### config.mk
export PLATFORM = sky130hd
export DESIGN_NAME = mem_fifo
export DESIGN_NICKNAME = d
export VERILOG_FILES = /design/src/mem_fifo.sv
export SDC_FILE = /design/constraint.sdc
export NUM_CORES = 1
export LEC_CHECK = 0
export BUFFER_PORTS_ARGS = -buffer_cell sky130_fd_sc_hd__buf_2
export CAP_MARGIN = 10
export CORE_AREA = 5 5 43 45
export DETAILED_ROUTE_END_ITERATION = 7
export DIE_AREA = 0 0 48 50
export PLACE_DENSITY = 0.62
export SLEW_MARGIN = 20
export SYNTH_ARGS = -nofsm -noshare
export SYNTH_HDL_FRONTEND = slang
export SYNTH_SLANG_ARGS = --single-unit
### constraint.sdc
create_clock -name clk -period 1.85 [get_ports clk]
set_input_delay 0.185 -clock clk [delete_from_list [all_inputs] [get_ports clk]]
set_output_delay 0.185 -clock clk [all_outputs]
set_load 0.02 [all_outputs]
### src/mem_fifo.sv
module mem_fifo #(
    parameter type item_t = logic,
    parameter int  DEPTH  = 4
) (
    input  logic  clk,
    input  logic  rst,

    input  item_t in_data,
    input  logic  in_valid,
    output logic  in_ready,

    output item_t out_data,
    output logic  out_valid,
    input  logic  out_ready
);

    localparam int PTR_W = (DEPTH > 1) ? $clog2(DEPTH) : 1;
    localparam int CNT_W = $clog2(DEPTH + 1);

    item_t            buf_q [DEPTH];
    logic [PTR_W-1:0] wr_ptr;
    logic [PTR_W-1:0] rd_ptr;
    logic [CNT_W-1:0] count;

    logic push;
    logic pop;

    // ready follows the fill level only
    assign in_ready  = (count < CNT_W'(DEPTH));
    assign out_valid = (count != '0);
    assign out_data  = buf_q[rd_ptr];

    assign push = in_valid && in_ready;
    assign pop  = out_valid && out_ready;

    always_ff @(posedge clk) begin
        if (push) begin
            buf_q[wr_ptr] <= in_data;
        end
    end

    always_ff @(posedge clk) begin
        if (rst) begin
            wr_ptr <= '0;
            rd_ptr <= '0;
            count  <= '0;
        end else begin
            if (push) begin
                wr_ptr <= (wr_ptr == PTR_W'(DEPTH - 1)) ? '0 : wr_ptr + 1'b1;
            end
            if (pop) begin
                rd_ptr <= (rd_ptr == PTR_W'(DEPTH - 1)) ? '0 : rd_ptr + 1'b1;
            end
            // simultaneous push and pop keeps the level
            if (push && !pop) begin
                count <= count + 1'b1;
            end else if (pop && !push) begin
                count <= count - 1'b1;
            end
        end
    end

endmodule

# == After elaboration in Yosys (flattened, before gate mapping) ==
# Memory sizes are Yosys's and may differ from the RTL's. A register that Yosys moved wholly into a read port is not among the register bits.
# Index checks and enable logic that the tools add are counted.
# totals
reg_bits,7
mem_bits_rw,4
inputBits,5
output_inout_bits,3
elab_cells,27
n_memories,1
# op_classes
addsub,4
n_lt_le_gt_ge,1
n_eq_ne,2
n_mux,8
reduce_logical,8
# memory_table
name,depth,word_bits,rd,rd_ports_with_merged_regs,wr,line,text
buf_q,4,1,1,1,1,20,item_t buf_q [DEPTH];
# op_table
op,n
$mux 2,4
$mux 3,2
$add 2x1->2 const B,2
$eq 2x2->1 const B,2
$logic_and 1x1->1,4
$add 3x1->3 const B,1
$lt 3x3->1 const B,1
$reduce_bool 3->1,1
$sub 3x1->3 const B,1
$logic_not 1->1,2
$mux 1,2
$reduce_bool 2->1,1

# == Logic depth before layout (Yosys ltp) ==
# depth
word_depth,6
mapped_depth,8
mapped_depth_nobuf,7

# == Least setup slack after synthesis ==
# Ideal clock, no wire load.
# synth_timing
path_type,flip-flop to flip-flop
from,reg count[2]
to,reg count[2]
setup_ps,70
t_arrival_ps,1832
t_required_ps,1780
setup_slack_ps,-52
path_stages_with_launch,8
n_path_buf,0
synth_period_minus_slack_ps,1902
cell_sequence,dfxtp_1 > o31ai_4 > ha_1 > inv_1 > fa_1 > xor2_1 > or3_1 > a21oi_1
# synth_between
elab_chain_len,5
elab_cells_between_ends,13
cone_classes,add/sub (2); order compare (1); mux (2); reduce/logical (8)
# synth_rtl
element,line,text
start: declaration,23,logic [CNT_W-1:0] count;
start signal: assignment,56,count <= count + 1'b1;
start signal: assignment,58,count <= count - 1'b1;
$lt 3x3->1 or $reduce_bool 3->1 (tied branches),"29, 30",
"$logic_and 1x1->1, on equally long branches","33, 34",
"$logic_not 1->1, on equally long branches","57, 55",
"$logic_and 1x1->1, on equally long branches","57, 55",
$reduce_bool 2->1 (no line) or $mux 3 (tied branches),-,
# Several ways; a longest one is shown, not always the timed one. The select of a mux whose other input is x is not followed.
# A chain may end at the register's enable or synchronous reset.

# == Worst setup path after layout ==
# layout_timing
from,reg count[0]
to,reg count[2]
# The elaborated chain is that of the path after synthesis.

==> qor.yml <==
worst_setup_path:
  cp-start-kind: "flop"
  critPathMaxFanout: 2
  critPathTopFamily: "adder cells"
  cp.arrival_ps: 2060
  critPathMaxStageDelay_ps: 350
  end_kind: "flop"
  cpMaxStageDelayCell: "dfxtp_4"
  crit_required_ps: 2050
  r2r-end: "count[2]$_SDFFE_PP0P_"
  r2r-start: "count[0]$_SDFFE_PP0P_"
  reg2regPathDepth: 7
  r2r_slack_ps: -7
  critPathLaunch: "count[0]$_SDFFE_PP0P_"
  worst-setup-path-type: "flop to flop"
  crit_chain: "o31ai_4 > ha_2 > inv_1 > fa_2 > xor2_1 > or3_1 > a21oi_2"
  critical_path_buf_inv_count: 1
  crit_path_end: "count[2]$_SDFFE_PP0P_"
  cp.depth: 7
sta:
  setup_ws_ps: -6.79
  drv_slew: 0
  rsz0062_at_grt: "yes"
  period_share_pct: 100
  final.min_clock_period_ps: 1860
  hold_viol: 0
  relSlewSlack_pct: 86.6
  max_freq_mhz: 539
  hold_ws_ps: 129
  fin_tns_setup_ps: -6.79
  finalSetupViolations: 1
  worstMarginPinSlew_ps: 199
  clock_skew_ps: 3.41
drt:
  drt_first_pass_iters: 1
  vias: 377
  wirelength_um: 793
  vias_per_cell: 4.65
  drt_iter0_markers: 0
  route.detailed.drc: 0
  wl_per_cell_um: 9.79
  detail-route-antenna-nets: 0
status:
  violations: "negative setup slack"
  status: "finished with violations"
synthesis:
  yosysWarnings: 0
  synthCells: 51
  synth-simple-area-share_pct: 12.7
  synth_area_per_cell_um2: 12.0
  syn_area_um2: 613
  synth_nets: 63
  synth-xor-area-share_pct: 2.86
  synth_compound_area_share_pct: 6.53
  synth_top_family_by_area: "adder cells"
  synth.area.mux_share_pct: 10.2
  synthAdderAreaFrac_pct: 15.5
  ys_seq_elements: 13
  yosysSeqAreaShare_pct: 49.0
  synth_cell_type_count: 19
floorplan:
  io_pins: 8
  die_h_um: 50
  num_rows: 14
  fp.dieW_um: 48
  core_area_um2: 1440
  initial_core_util_pct: 42.7
  die_area_um2: 2400
cts:
  h-tree-depth: 1
  post_cts_buffers: 0
  root_buffer: "clkbuf_4"
  cts_tree: "built"
  cts.clk_slew.worst_paths_ps: 80
  clk_path_buf_depth: 2
  clkSinkCount: 13
  clk_latency_ps: 270
  numCtsBuffers: 3
  postCtsHoldBufs: 0
power:
  pwr_density_cell_nw_per_um2: 1320
  clkPwrFrac_pct: 17.8
  p_int_mw: 0.640
  power.leakage_nw: 0.320
  ir_worst_vdd_v: 0.000610
  p_comb_share_pct: 39.5
  switching_share_pct: 33.7
  power_switching_mw: 0.326
  seqPwrFrac_pct: 42.7
place:
  place_ws_ps: 30.0
  dpl.hpwl_um: 640
  gp_congestion: 0.750
  port_buffers: 7
global_route:
  grt_max_degree: 9
  antenna_found_initial: 0
  grt_usage_pct: 8.36
  grt_pass1_wl_um: 1480
  grt_pass1_vias: 374
  gr-total-overflow: 0
layout:
  areaGrowthSynthToFinish_pct: 19.8
  fillers: 136
  antennaDiodeCount: 0
  mostFrequentLayoutCells: "7 x dfxtp_1, 7 x buf_2, 6 x nor2_1, 5 x ha_1"
  nNetsFinal: 78
  final_layout_size_suffix_gt1_share_pct: 36.9
flow_run:
  cap_violations: 0
min_path:
  hp-class: "primary input to flop"
[power by group through the flow]
stage | sequential, mW | clock (mW) | combinational [mW]
3_5_place_dp | 0.420 | 0 | 0.380
4_1_cts | 0.413 | 0.176 | 0.382
6_report | 0.413 | 0.172 | 0.381
3_3_place_gp | 0.418 | 0 | 0.375
2_1_floorplan | 0.421 | 0 | 0.268
5_1_grt | 0.424 | 0.197 | 0.436
[kinds of logic after synthesis]
family          Yosys count
fa+ha+maj                 7
compound gates            4
mux                       5
flops                    13
xor+xnor                  2
simple gates             15
buf+inv                   5
[final cells by class]
cell class                      instances  area, µm²  area share (%)
Clock buffer                            3       22.5            3.07
Multi-Input combinational cell         33        302            41.1
Inverter                                4       15.0            2.04
Sequential cell                        13        305            41.6
Timing Repair Buffer                   11       65.1            8.86
Tap cell                               16       20.0            2.73
Clock inverter                          1       5.00           0.681
[worst reg2reg max path: stages, from the launching register on]
cell	delay, ps
dfxtp_4	350
o31ai_4	240
ha_2	230
inv_1	50
fa_2	330
xor2_1	150
or3_1	320
a21oi_2	110
[worst min path at each step]
stage | from | to | cells after the start | slack (ps)
5_1_grt | in_data | buf_q[3]$_DFFE_PP_ | 1 | 120
2_1_floorplan | rst | count[0]$_SDFFE_PP0P_ | 1 | 250
3_3_place_gp | in_data | buf_q[2]$_DFFE_PP_ | 1 | 400
3_5_place_dp | in_data | buf_q[2]$_DFFE_PP_ | 1 | 410
4_1_cts | in_data | buf_q[3]$_DFFE_PP_ | 1 | 130
6_report | in_data | buf_q[2]$_DFFE_PP_ | 1 | 130
[synth_stat cells]
master / number / area share, %
dfxtp_1: 9 / 29
ha_1: 6 / 12
nor2_1: 6 / 3.7
and2_1: 4 / 4.1
edfxtp_1: 4 / 20
inv_1: 4 / 2.4
mux2i_1: 4 / 6.5
or3_1: 2 / 2.0
xor2_1: 2 / 2.9
a21oi_1: 1 / 0.82
a21oi_2: 1 / 1.4
buf_2: 1 / 0.82
fa_1: 1 / 3.3
mux4_2: 1 / 3.7
nand2_1: 1 / 0.61
nor2b_1: 1 / 1.0
o21ai_0: 1 / 0.82
o31ai_4: 1 / 3.5
or3_2: 1 / 1.2
[routing by layer]
layer | up-vias | GRT usage, % | share of wire (%)
li1 | 202 | - | -
met1 | 170 | 10.9 | 49
met2 | 3 | 12.3 | 46
met3 | 2 | 3.27 | 4.0
met4 | 0 | 2.69 | 1.0
met5 | - | 0 | 0
[stage by stage]
step / area [µm²] / utilization (%) / cells / total power [mW]
floorplan: 622 / - / 51 / 0.690
global placement: 702 / 48.9 / 77 / 0.793
detailed placement: 702 / 48.9 / 77 / 0.800
CTS: 729 / 50.8 / 81 / 0.970
global route: 734 / 51.1 / 81 / 1.06
finish: 734 / 51.1 / 81 / 0.966
[what timing repair did]
action	in CTS	in global routing
gates resized for setup	0	2
hold endpoints to repair	0	0
endpoints found under the setup margin	0	1
(Power assumes the default switching activity.)
