## src/axi_pkg.sv

```systemverilog
package axi_pkg;

    // bus geometry
    localparam int ADDR_W = 27;
    localparam int DATA_W = 128;
    localparam int STRB_W = DATA_W / 8;

    // low address bits that select a byte within one data word
    localparam int BYTE_BITS = $clog2(STRB_W);

    typedef logic [ADDR_W-1:0] axi_addr_t;
    typedef logic [DATA_W-1:0] axi_data_t;
    typedef logic [STRB_W-1:0] axi_strb_t;
    typedef logic [1:0]        axi_resp_t;

    localparam axi_resp_t resp_okay   = 2'b00;
    localparam axi_resp_t resp_slverr = 2'b10;

    // write address
    typedef struct packed {
        axi_addr_t addr;
    } axi_aw_t;

    // write data, always a single beat
    typedef struct packed {
        axi_data_t data;
        axi_strb_t strb;
        logic      last;
    } axi_w_t;

    typedef struct packed {
        axi_resp_t resp;
    } axi_b_t;

    // read address
    typedef struct packed {
        axi_addr_t addr;
    } axi_ar_t;

    typedef struct packed {
        axi_data_t data;
        axi_resp_t resp;
        logic      last;
    } axi_r_t;

endpackage

```

## src/mem_pkg.sv

```systemverilog
package mem_pkg;

    import axi_pkg::*;

    // one cache line request
    // wr low means a read, and data and strb are then ignored
    typedef struct packed {
        logic      wr;
        axi_addr_t addr;
        axi_data_t data;
        axi_strb_t strb;
    } mem_req_t;

    // read return to the cache
    // err is set when the slave did not answer okay
    typedef struct packed {
        axi_data_t data;
        logic      err;
    } mem_rsp_t;

endpackage
```

## src/ddr_master.sv

```systemverilog
module ddr_master
    import axi_pkg::*;
    import mem_pkg::*;
(
    input  logic     clk,
    input  logic     rst,

    // request from the cache side queue
    input  mem_req_t cmd,
    input  logic     cmd_valid,
    output logic     cmd_ready,

    // write address
    output axi_aw_t  aw,
    output logic     awvalid,
    input  logic     awready,

    // write data
    output axi_w_t   w,
    output logic     wvalid,
    input  logic     wready,

    // write response
    input  axi_b_t   b,
    input  logic     bvalid,
    output logic     bready,

    // read address
    output axi_ar_t  ar,
    output logic     arvalid,
    input  logic     arready,

    // read data
    input  axi_r_t   r,
    input  logic     rvalid,
    output logic     rready,

    // read return toward the response queue
    output mem_rsp_t rsp_in,
    output logic     rsp_in_valid,
    input  logic     rsp_in_ready,

    output logic     wr_err
);

    typedef enum logic [2:0] {
        S_IDLE,
        S_ADDR,
        S_DATA,
        S_RESP,
        S_RET
    } state_t;

    state_t   state;
    mem_req_t cur;
    mem_rsp_t rsp_q;

    logic addr_done;

    // handshakes are decoded from the phase and the held command
    assign cmd_ready = (state == S_IDLE);

    assign awvalid = (state == S_ADDR) && cur.wr;
    assign arvalid = (state == S_ADDR) && !cur.wr;
    assign wvalid  = (state == S_DATA);
    assign bready  = (state == S_RESP) && cur.wr;
    assign rready  = (state == S_RESP) && !cur.wr;

    assign rsp_in_valid = (state == S_RET);
    assign rsp_in       = rsp_q;

    // payloads come straight from the held command
    assign aw.addr = cur.addr;
    assign ar.addr = cur.addr;
    assign w.data  = cur.data;
    assign w.strb  = cur.strb;
    assign w.last  = 1'b1;

    assign addr_done = cur.wr ? awready : arready;

    always_ff @(posedge clk) begin
        if (rst) begin
            state  <= S_IDLE;
            wr_err <= 1'b0;
        end else begin
            case (state)
                S_IDLE: begin
                    if (cmd_valid) begin
                        state <= S_ADDR;
                    end
                end
                S_ADDR: begin
                    // reads skip the data phase
                    if (addr_done) begin
                        state <= cur.wr ? S_DATA : S_RESP;
                    end
                end
                S_DATA: begin
                    if (wready) begin
                        state <= S_RESP;
                    end
                end
                S_RESP: begin
                    if (cur.wr) begin
                        if (bvalid) begin
                            state <= S_IDLE;
                            // sticky until reset
                            if (b.resp == resp_slverr) begin
                                wr_err <= 1'b1;
                            end
                        end
                    end else if (rvalid) begin
                        state <= S_RET;
                    end
                end
                S_RET: begin
                    if (rsp_in_ready) begin
                        state <= S_IDLE;
                    end
                end
                default: begin
                    state <= S_IDLE;
                end
            endcase
        end
    end

    // held command and captured read return
    always_ff @(posedge clk) begin
        if (cmd_valid && cmd_ready) begin
            cur <= cmd;
        end
        if (rvalid && rready) begin
            rsp_q.data <= r.data;
            rsp_q.err  <= (r.resp != resp_okay);
        end
    end

endmodule

```

## config.mk

```make
export PLATFORM = sky130hd
export DESIGN_NAME = ddr_master
export DESIGN_NICKNAME = d
export VERILOG_FILES = /design/src/axi_pkg.sv /design/src/mem_pkg.sv /design/src/ddr_master.sv
export SDC_FILE = /design/constraint.sdc
export NUM_CORES = 1
export LEC_CHECK = 0
export BUFFER_PORTS_ARGS = -buffer_cell sky130_fd_sc_hd__buf_2
export CAP_MARGIN = 20
export CORE_AREA = 2 2 253 255
export CTS_BUF_LIST = sky130_fd_sc_hd__clkbuf_4 sky130_fd_sc_hd__clkbuf_8
export CTS_CLUSTER_SIZE = 40
export DETAILED_ROUTE_END_ITERATION = 10
export DIE_AREA = 0 0 255 257
export GPL_TIMING_DRIVEN = 0
export SLEW_MARGIN = 10
export SYNTH_ARGS = -nofsm -noshare
export SYNTH_HDL_FRONTEND = slang
export SYNTH_SLANG_ARGS = --single-unit
```

## constraint.sdc

```tcl
create_clock -name clk -period 7.5 [get_ports clk]
set_input_delay 1.125 -clock clk [delete_from_list [all_inputs] [get_ports clk]]
set_output_delay 1.125 -clock clk [all_outputs]
set_load 0.01 [all_outputs]
```

After elaboration in Yosys (flattened, before gate mapping)

Index checks and enable logic that the tools add are counted.
Widths: inputs -> output; s select.

Memories kept: 0
Memory bits (writable): 0
Logic and storage cells: 40
Bits in registers: 305
Input port bits: 314
Bits in read-only memories: 0
Bits in latches: 0
Output and inout port bits: 336

Muxes and demuxes: 10
Shift operators: 0
$mul: 0
Eq/ne operators: 11
$lt $le $gt $ge: 0
Add/sub/neg operators: 0
Bitwise gates (word level): 0
Divide/modulo/power cells: 0
Reduce and logical (&&, ||, !) cells: 11

Operators with widths:

| cell               | count |
|---|---|
| $mux 3             | 7 |
| $pmux 3 s5         | 1 |
| $eq 3x2->1 const B | 2 |
| $logic_and 1x1->1  | 6 |
| $ne 3x3->1 const B | 2 |
| $reduce_and 6->1   | 1 |
| $ne 2x1->1 const B | 2 |
| $ne 2x2->1 const B | 2 |
| $reduce_and 4->1   | 1 |
| $eq 3x1->1 const B | 1 |
| $eq 3x3->1 const B | 1 |
| $logic_not 3->1    | 1 |
| $eq 2x2->1 const B | 1 |
| $mux 1             | 2 |
| $reduce_bool 2->1  | 1 |
| $logic_not 1->1    | 1 |

Logic depth before layout (Yosys ltp)

Gate-level depths: netlist (run 1).

Depth after elaboration: 3
Depth in mapped cells: 4
Mapped depth without buffers: 3

Least setup slack after synthesis (run 1)

Ideal clock, no wire load.

Kind: input port to flip-flop
Start point: input port cmd_valid
End point: register cur (netlist bit ar[0]), enable pin
Slack: 1,909 ps
Buffers on the path: 0
Arrival time: 5,039 ps
Required time: 6,948 ps
Setup time: 552 ps
Cell stages on the path: 1
Cells stage by stage: and2_1

Cells in the longest elaborated chain, start to end: 1

RTL lines:

| item                 | line              | RTL |
|---|---|---|
| start, declared      | ddr_master.sv:10  | `input logic cmd_valid,` |
| $logic_and 1x1->1    | ddr_master.sv:130 | `if (cmd_valid && cmd_ready) begin` |
| end signal, assigned | ddr_master.sv:131 | `cur <= cmd;` |
| end, declared        | ddr_master.sv:55  | `mem_req_t cur;` |

No other way between the ends.
A chain may end at the register's enable or synchronous reset.

Final worst setup path (run 1)

Start point: register state[0]
End point: output port awvalid

Cells in the longest elaborated chain, start to end: 2

RTL lines:

| item                   | line             | RTL |
|---|---|---|
| start, declared        | ddr_master.sv:54 | `state_t state;` |
| start signal, assigned | ddr_master.sv:95 | `state <= cur.wr ? S_DATA : S_RESP;` |
| $eq 3x1->1             | ddr_master.sv:63 | `assign awvalid = (state == S_ADDR) && cur.wr;` |
| $logic_and 1x1->1      | ddr_master.sv:63 |  |
| end, declared          | ddr_master.sv:15 | `output logic awvalid,` |

No other way between the ends.

==> results.yml, run 1 <==
place:
  port_buffers: 647
  hpwl_mm: 36.6
  dp_slack_ns: 4.89
  numPlacedInstances: 2038
  placed_area_sq_mm: 0.0153
  gp_congestion: 0.767
synth:
  syn_avg_cell_area_sq_um: 20.1
  syn_inst: 540
  synth_nets: 854
  synth_compound_area_frac: 0.00611
  synthAdderAreaFrac: 0
  synthSimpleGateAreaFrac: 0.00980
  muxShareOfSynthArea: 0.00300
  synth_top_family_by_area: "buffers and inverters"
  synth-xor-area-share: 0
  yosysSeqAreaShare: 0.841
  synthesis.area_sq_mm: 0.0108
  synth_cell_types: 28
  ys_warn_count: 0
  ys_seq_elements: 305
clock_tree:
  cts_sinks: 305
  cts-root-buf: "clkbuf_8"
  hold_buffers: 0
  cts_tree: "done"
  clock_path_buffers: 3
  clk_pin_slew_ns: 0.06
  numCtsBuffers: 58
  clk_latency_ns: 0.67
  cts.repair.resized: 0
  htree_levels: 2
  post-cts-setup-buffers: 0
final_layout:
  post-route-util: 0.264
  area_delta_synth_final_pct: 52.9
  nNetsFinal: 1566
  final_area_sq_mm: 0.0166
  drive_above_1_share: 0.738
  stdcell_count: 2164
critical_path:
  crit_path_max_fanout: 9
  worstSetupStartpointType: "flop"
  path_class: "reg2out"
  arrival_ns: 1.84
  end_kind: "output pin"
  worstPathRequired_ns: 6.38
timing:
  rsz0062_at_grt: "false"
  fmax_mhz: 337
  min_period_ns: 2.97
  finalHoldWorstSlack_ns: 0.487
  fin_worst_skew_ns: 0.0354
  finalCritPeriodShare: 0.396
  setup-violations-final: 0
  hold_viol_final: 0
  layout_setup_ws_ns: 4.53
  finalMaxSlewViolations: 0
route:
  wl_met2_mm: 21.6
  wl_met1_mm: 12.8
  post_drt_via_cell_ratio: 3.41
  post-route-drc-count: 0
  routed-wl-met3_mm: 6.66
  wl_mm: 44.3
  wl_per_cell_um: 20.5
  top_layer_used: "met5"
  via_count: 7381
  drt_iter0_markers: 301
  first_pass_iters: 4
  postRouteAntennaNets: 0
worst_hold_path:
  hp-class: "reg2reg"
power_and_ir_drop:
  leakagePower_uw: 0.00717
  ir_worst_vdd_mv: 0.112
  pwr_density_cell_mw_per_mm2: 262
floorplanning:
  coreArea_sq_mm: 0.0627
  ioPinCount: 650
  dieWidth_um: 255
  start_util: 0.173
  rows: 92
  fp.dieArea_sq_mm: 0.0655
  die_h_um: 257
global_routing:
  grt_max_degree: 69
  antenna_found_initial: 61
  grt_pass1_vias: 7680
  gr-usage-all-layers: 0.129
  overflow: 0
  grt_pass1_wl_mm: 58.1
flow_run:
  maxCapViolCount: 0
run_status:
  outcome: "finished, final reports clean"
layout make-up:
cell class | instances | area [sq um]
Clock inverter | 26 | 253
Tap cell | 846 | 1060
Clock buffer | 82 | 1000
Timing Repair Buffer | 652 | 3380
Buffer | 201 | 1510
Fill cell | 6535 | 46100
Multi-Input combinational cell | 31 | 216
Sequential cell | 305 | 9120
Antenna cell | 18 | 45.0
Inverter | 3 | 11.3
where the power goes:
part	leakage [uW]	switching [uW]	internal [uW]
Combinational	0.00367	250	272
Clock	0.000668	753	1030
Sequential	0.00283	34.9	2010
critical path, stage by stage, from the launching register on:
cell and delay, ns:
dfxtp_1 0.32, buf_6 0.12, or3b_4 0.41, nor2_1 0.16
buf_2 0.16
cells in the final DEF (no fill, tap or decap):
| cell type | instances |
|---|---|
| buf_6 | 1 |
| a21oi_1 | 1 |
| dfxtp_1 | 4 |
| o311ai_0 | 1 |
| clkbuf_4 | 20 |
| mux2_2 | 2 |
| clkinv_2 | 10 |
| or2_2 | 1 |
| nor2_1 | 7 |
| or3_1 | 1 |
| diode_2 | 18 |
| o21ba_2 | 1 |
| bufinv_16 | 5 |
| o21ai_0 | 2 |
| buf_4 | 199 |
| clkinvlp_4 | 1 |
| and3b_2 | 1 |
| mux2i_1 | 1 |
| and3_4 | 1 |
| o211ai_1 | 1 |
| a2bb2oi_1 | 1 |
| clkbuf_1 | 1 |
| inv_1 | 3 |
| clkinv_1 | 9 |
| conb_1 | 1 |
| o32ai_1 | 1 |
| a21boi_0 | 1 |
| nor3b_1 | 1 |
| and4b_1 | 1 |
| and2_4 | 1 |
| edfxtp_1 | 301 |
| buf_16 | 5 |
| buf_2 | 647 |
| nor3_1 | 2 |
| clkbuf_8 | 62 |
| inv_8 | 1 |
| or3b_4 | 1 |
| nor2b_1 | 1 |
synth_stat cells:
cell / count / area share
and3_1: 1 / 0.00058
clkbuf_1: 1 / 0.00035
edfxtp_1: 301 / 0.83
a2bb2oi_1: 1 / 0.00081
o21ai_0: 2 / 0.00092
o32ai_1: 1 / 0.00081
o311ai_0: 1 / 0.00081
or3_1: 1 / 0.00058
nor3_1: 2 / 0.00092
conb_1: 1 / 0.00035
nor2b_1: 1 / 0.00058
mux2i_1: 1 / 0.00092
inv_1: 3 / 0.0010
nor2_1: 7 / 0.0024
o21ba_2: 1 / 0.00092
dfxtp_1: 4 / 0.0074
mux2_2: 2 / 0.0021
a21boi_0: 1 / 0.00069
and2_1: 1 / 0.00058
buf_6: 1 / 0.0010
nor3b_1: 1 / 0.00069
and4b_1: 1 / 0.00092
and3b_2: 1 / 0.00092
or3b_4: 1 / 0.0010
o211ai_1: 1 / 0.00069
buf_4: 199 / 0.14
or2_2: 1 / 0.00058
a21oi_1: 1 / 0.00046
path summary, 6_finish.rpt:
kind / cells after the start / slack, ns / startpoint / end
max reg2reg: 5 / 5.42 / state[0] / w[20]
min: 2 / 0.49 / wr_err / wr_err
max: 4 / 4.53 / state[0] / awvalid
min reg2reg: 2 / 0.49 / wr_err / wr_err
cells by family (layout without fill, tap and decap cells):
kind of cell,count (synthesis),after routing
compound gates,9,9
buf+inv,204,964
flops,305,305
mux,3,3
other cells,1,19
simple gates,18,18
registers in the layout, summed over array words and instances (netlist names):
register  flops
ar           27
cur           1
rsp_in      129
state         3
w           144
wr_err        1
routing by layer:
metal	GRT usage	vias up
li1	-	3247
met1	0.103	3357
met2	0.225	528
met3	0.0941	183
met4	0.0729	66
met5	0	-
stage by stage:
step	total power, uW	setup TNS, ns
global route	4570	0
finish	4350	0
floorplan	2350	0
detailed placement	2620	0
CTS	4470	0
global placement	2620	-13.80
Note: power is estimated with default switching activity, not from simulation.
==> inputs of run 2 (changes only) <==
==> constraint.sdc (replaced) <==
create_clock -name clk -period 2.84 [get_ports clk]
set_input_delay 0.426 -clock clk [delete_from_list [all_inputs] [get_ports clk]]
set_output_delay 0.426 -clock clk [all_outputs]
set_load 0.01 [all_outputs]
==> run 2 against run 1 <==
  * Clock-buffer cell count down 5
  * Non-clock buffer count grew 303
  * Register-to-register slack got worse by 4.9 ns
  * Cell area up 18%
  * Via count grew 14%
  * Total power grew to 2.7 times the previous value
  * Critical path type is now reg2reg
  * Critical endpoint is now rsp_in[3]
  * Largest cell class unchanged
==> results.yml, run 2 (synthesized netlist as in run 1, its figures left out) <==
timing:
  setup-violations-final: 0
  fin_worst_skew_ns: 0.0399
  slew_headroom: 0.600
  finalHoldWorstSlack_ns: 0.120
  fmax_mhz: 426
  hold_viol_final: 0
  rsz0062_at_grt: "false"
  tightest_slew_ns: 0.600
  finalCritPeriodShare: 0.826
  min_period_ns: 2.35
  finalMaxSlewViolations: 0
place:
  port_buffers: 647
  gp_congestion: 0.772
  hpwl_mm: 35.9
clock_tree:
  cts_sinks: 305
  clock_path_buffers: 3
  clk_pin_slew_ns: 0.06
  cts-root-buf: "clkbuf_8"
  cts.repair.resized: 0
  htree_levels: 2
  clk_latency_ns: 0.65
  cts_tree: "done"
  post-cts-setup-buffers: 0
  numCtsBuffers: 58
power_and_ir_drop:
  ir_worst_vdd_mv: 0.442
  pwr_density_cell_mw_per_mm2: 609
  leakagePower_uw: 0.00842
final_layout:
  area_delta_synth_final_pct: 80.9
  final_common_cell: "buf_2"
  post-route-util: 0.313
  drive_above_1_share: 0.598
  final_cell_mix: "647 x buf_2, 303 x dlygate4sd3_1, 301 x edfxtp_1"
  nNetsFinal: 1869
  largest_reg_flops: 144
critical_path:
  cpPeakStageDelay_ns: 0.59
  arrival_ns: 2.64
  path_cells: "and3b_2, and3_4, buf_16, buf_16"
  regToRegEndpoint: "rsp_in[3]"
  path_class: "reg2reg"
  rr_startpoint: "state[1]"
  worst-r2r-cell-count: 4
  crit_start: "state[1]"
  crit_path_max_fanout: 51
  worstSetupStartpointType: "flop"
  regToRegSetupSlack_ns: 0.49
  worstPathRequired_ns: 3.14
  end_kind: "flop"
  crit_top_cell: "buf_16"
  critPathSlowestCell: "and3_4"
global_routing:
  met1_usage: 0.138
  grt_use_met2: 0.240
  grt_pass1_vias: 9024
  grt.busiest_layer: "met2"
  antenna_found_initial: 26
  grt_pass1_wl_mm: 62.5
  gr-usage-all-layers: 0.134
  overflow: 0
  grt_max_degree: 66
  use_met3: 0.0591
flow_run:
  maxCapViolCount: 0
worst_hold_path:
  min-delay-start: "rsp_in_ready"
  hp-class: "in2reg"
  min_path_cells: 3
  holdPathEnd: "state[2]"
route:
  postRouteAntennaNets: 0
  post_drt_via_cell_ratio: 3.40
  first_pass_iters: 4
  post-route-drc-count: 0
  drt_iter0_markers: 370
  wl_mm: 45.7
  wl_per_cell_um: 18.6
  via_count: 8379
floorplanning:
  rows: 92
  die_h_um: 257
  ioPinCount: 650
  coreArea_sq_mm: 0.0627
  start_util: 0.173
  dieWidth_um: 255
  fp.dieArea_sq_mm: 0.0655
run_status:
  outcome: "finished, final reports clean"
run 2: final cells by class:
type	count	area [sq um]
plain buffers	201	1510
inverters	3	11.3
repair buffers	955	6400
diodes	14	35.0
flip-flops and latches	305	9120
multi-input cells	31	216
clock buffers	77	947
well taps	846	1060
clock inverters	30	328
fillers	6230	43100
run 2: worst max-delay path: cells and delay by family, from the launching register on:
kind | cells | cell delay (ns)
buf+inv | 2 | 0.58
simple gates | 2 | 0.85
flops | 1 | 0.47
run 2: routing by layer:
metal / share of wire / wire length, um
met4: 0.030 / 1390
met5: 0.0038 / 172
met2: 0.50 / 22800
met1: 0.36 / 16500
met3: 0.11 / 4860
run 2: where the power goes:
group          switching (uW)  total (uW)  internal, uW
combinational             752        1740           988
clock                    1990        4800          2810
sequential               95.1        5410          5310
run 2: what timing repair did:
action | CTS | global route
hold buffers | 303 | 0
hold endpoints to repair | 303 | 0
endpoints found under the setup margin | 0 | 0
run 2: through the flow:
stage	total power, uW	instance area (sq um)	setup slack, ns	instances	TNS [ns]
after floorplan	6170	10900	0.152	540	0
after global placement	6860	15100	-0.706	2033	-109.86
after detailed placement	6920	15300	0.546	2038	0
after CTS	12200	19600	0.515	2448	0
after global routing	12500	19600	0.367	2458	0
final	12000	19600	0.493	2462	0
run 2: worst max-delay path by stage:
stage	endpoint	slack, ns	depth (start not counted)
3_3_place_gp	rsp_in[78]	-0.71	3
5_1_grt	rsp_in[3]	0.37	5
3_5_place_dp	rsp_in[64]	0.55	5
6_report	rsp_in[3]	0.49	4
2_1_floorplan	rsp_in[0]	0.15	2
4_1_cts	rsp_in[3]	0.51	5
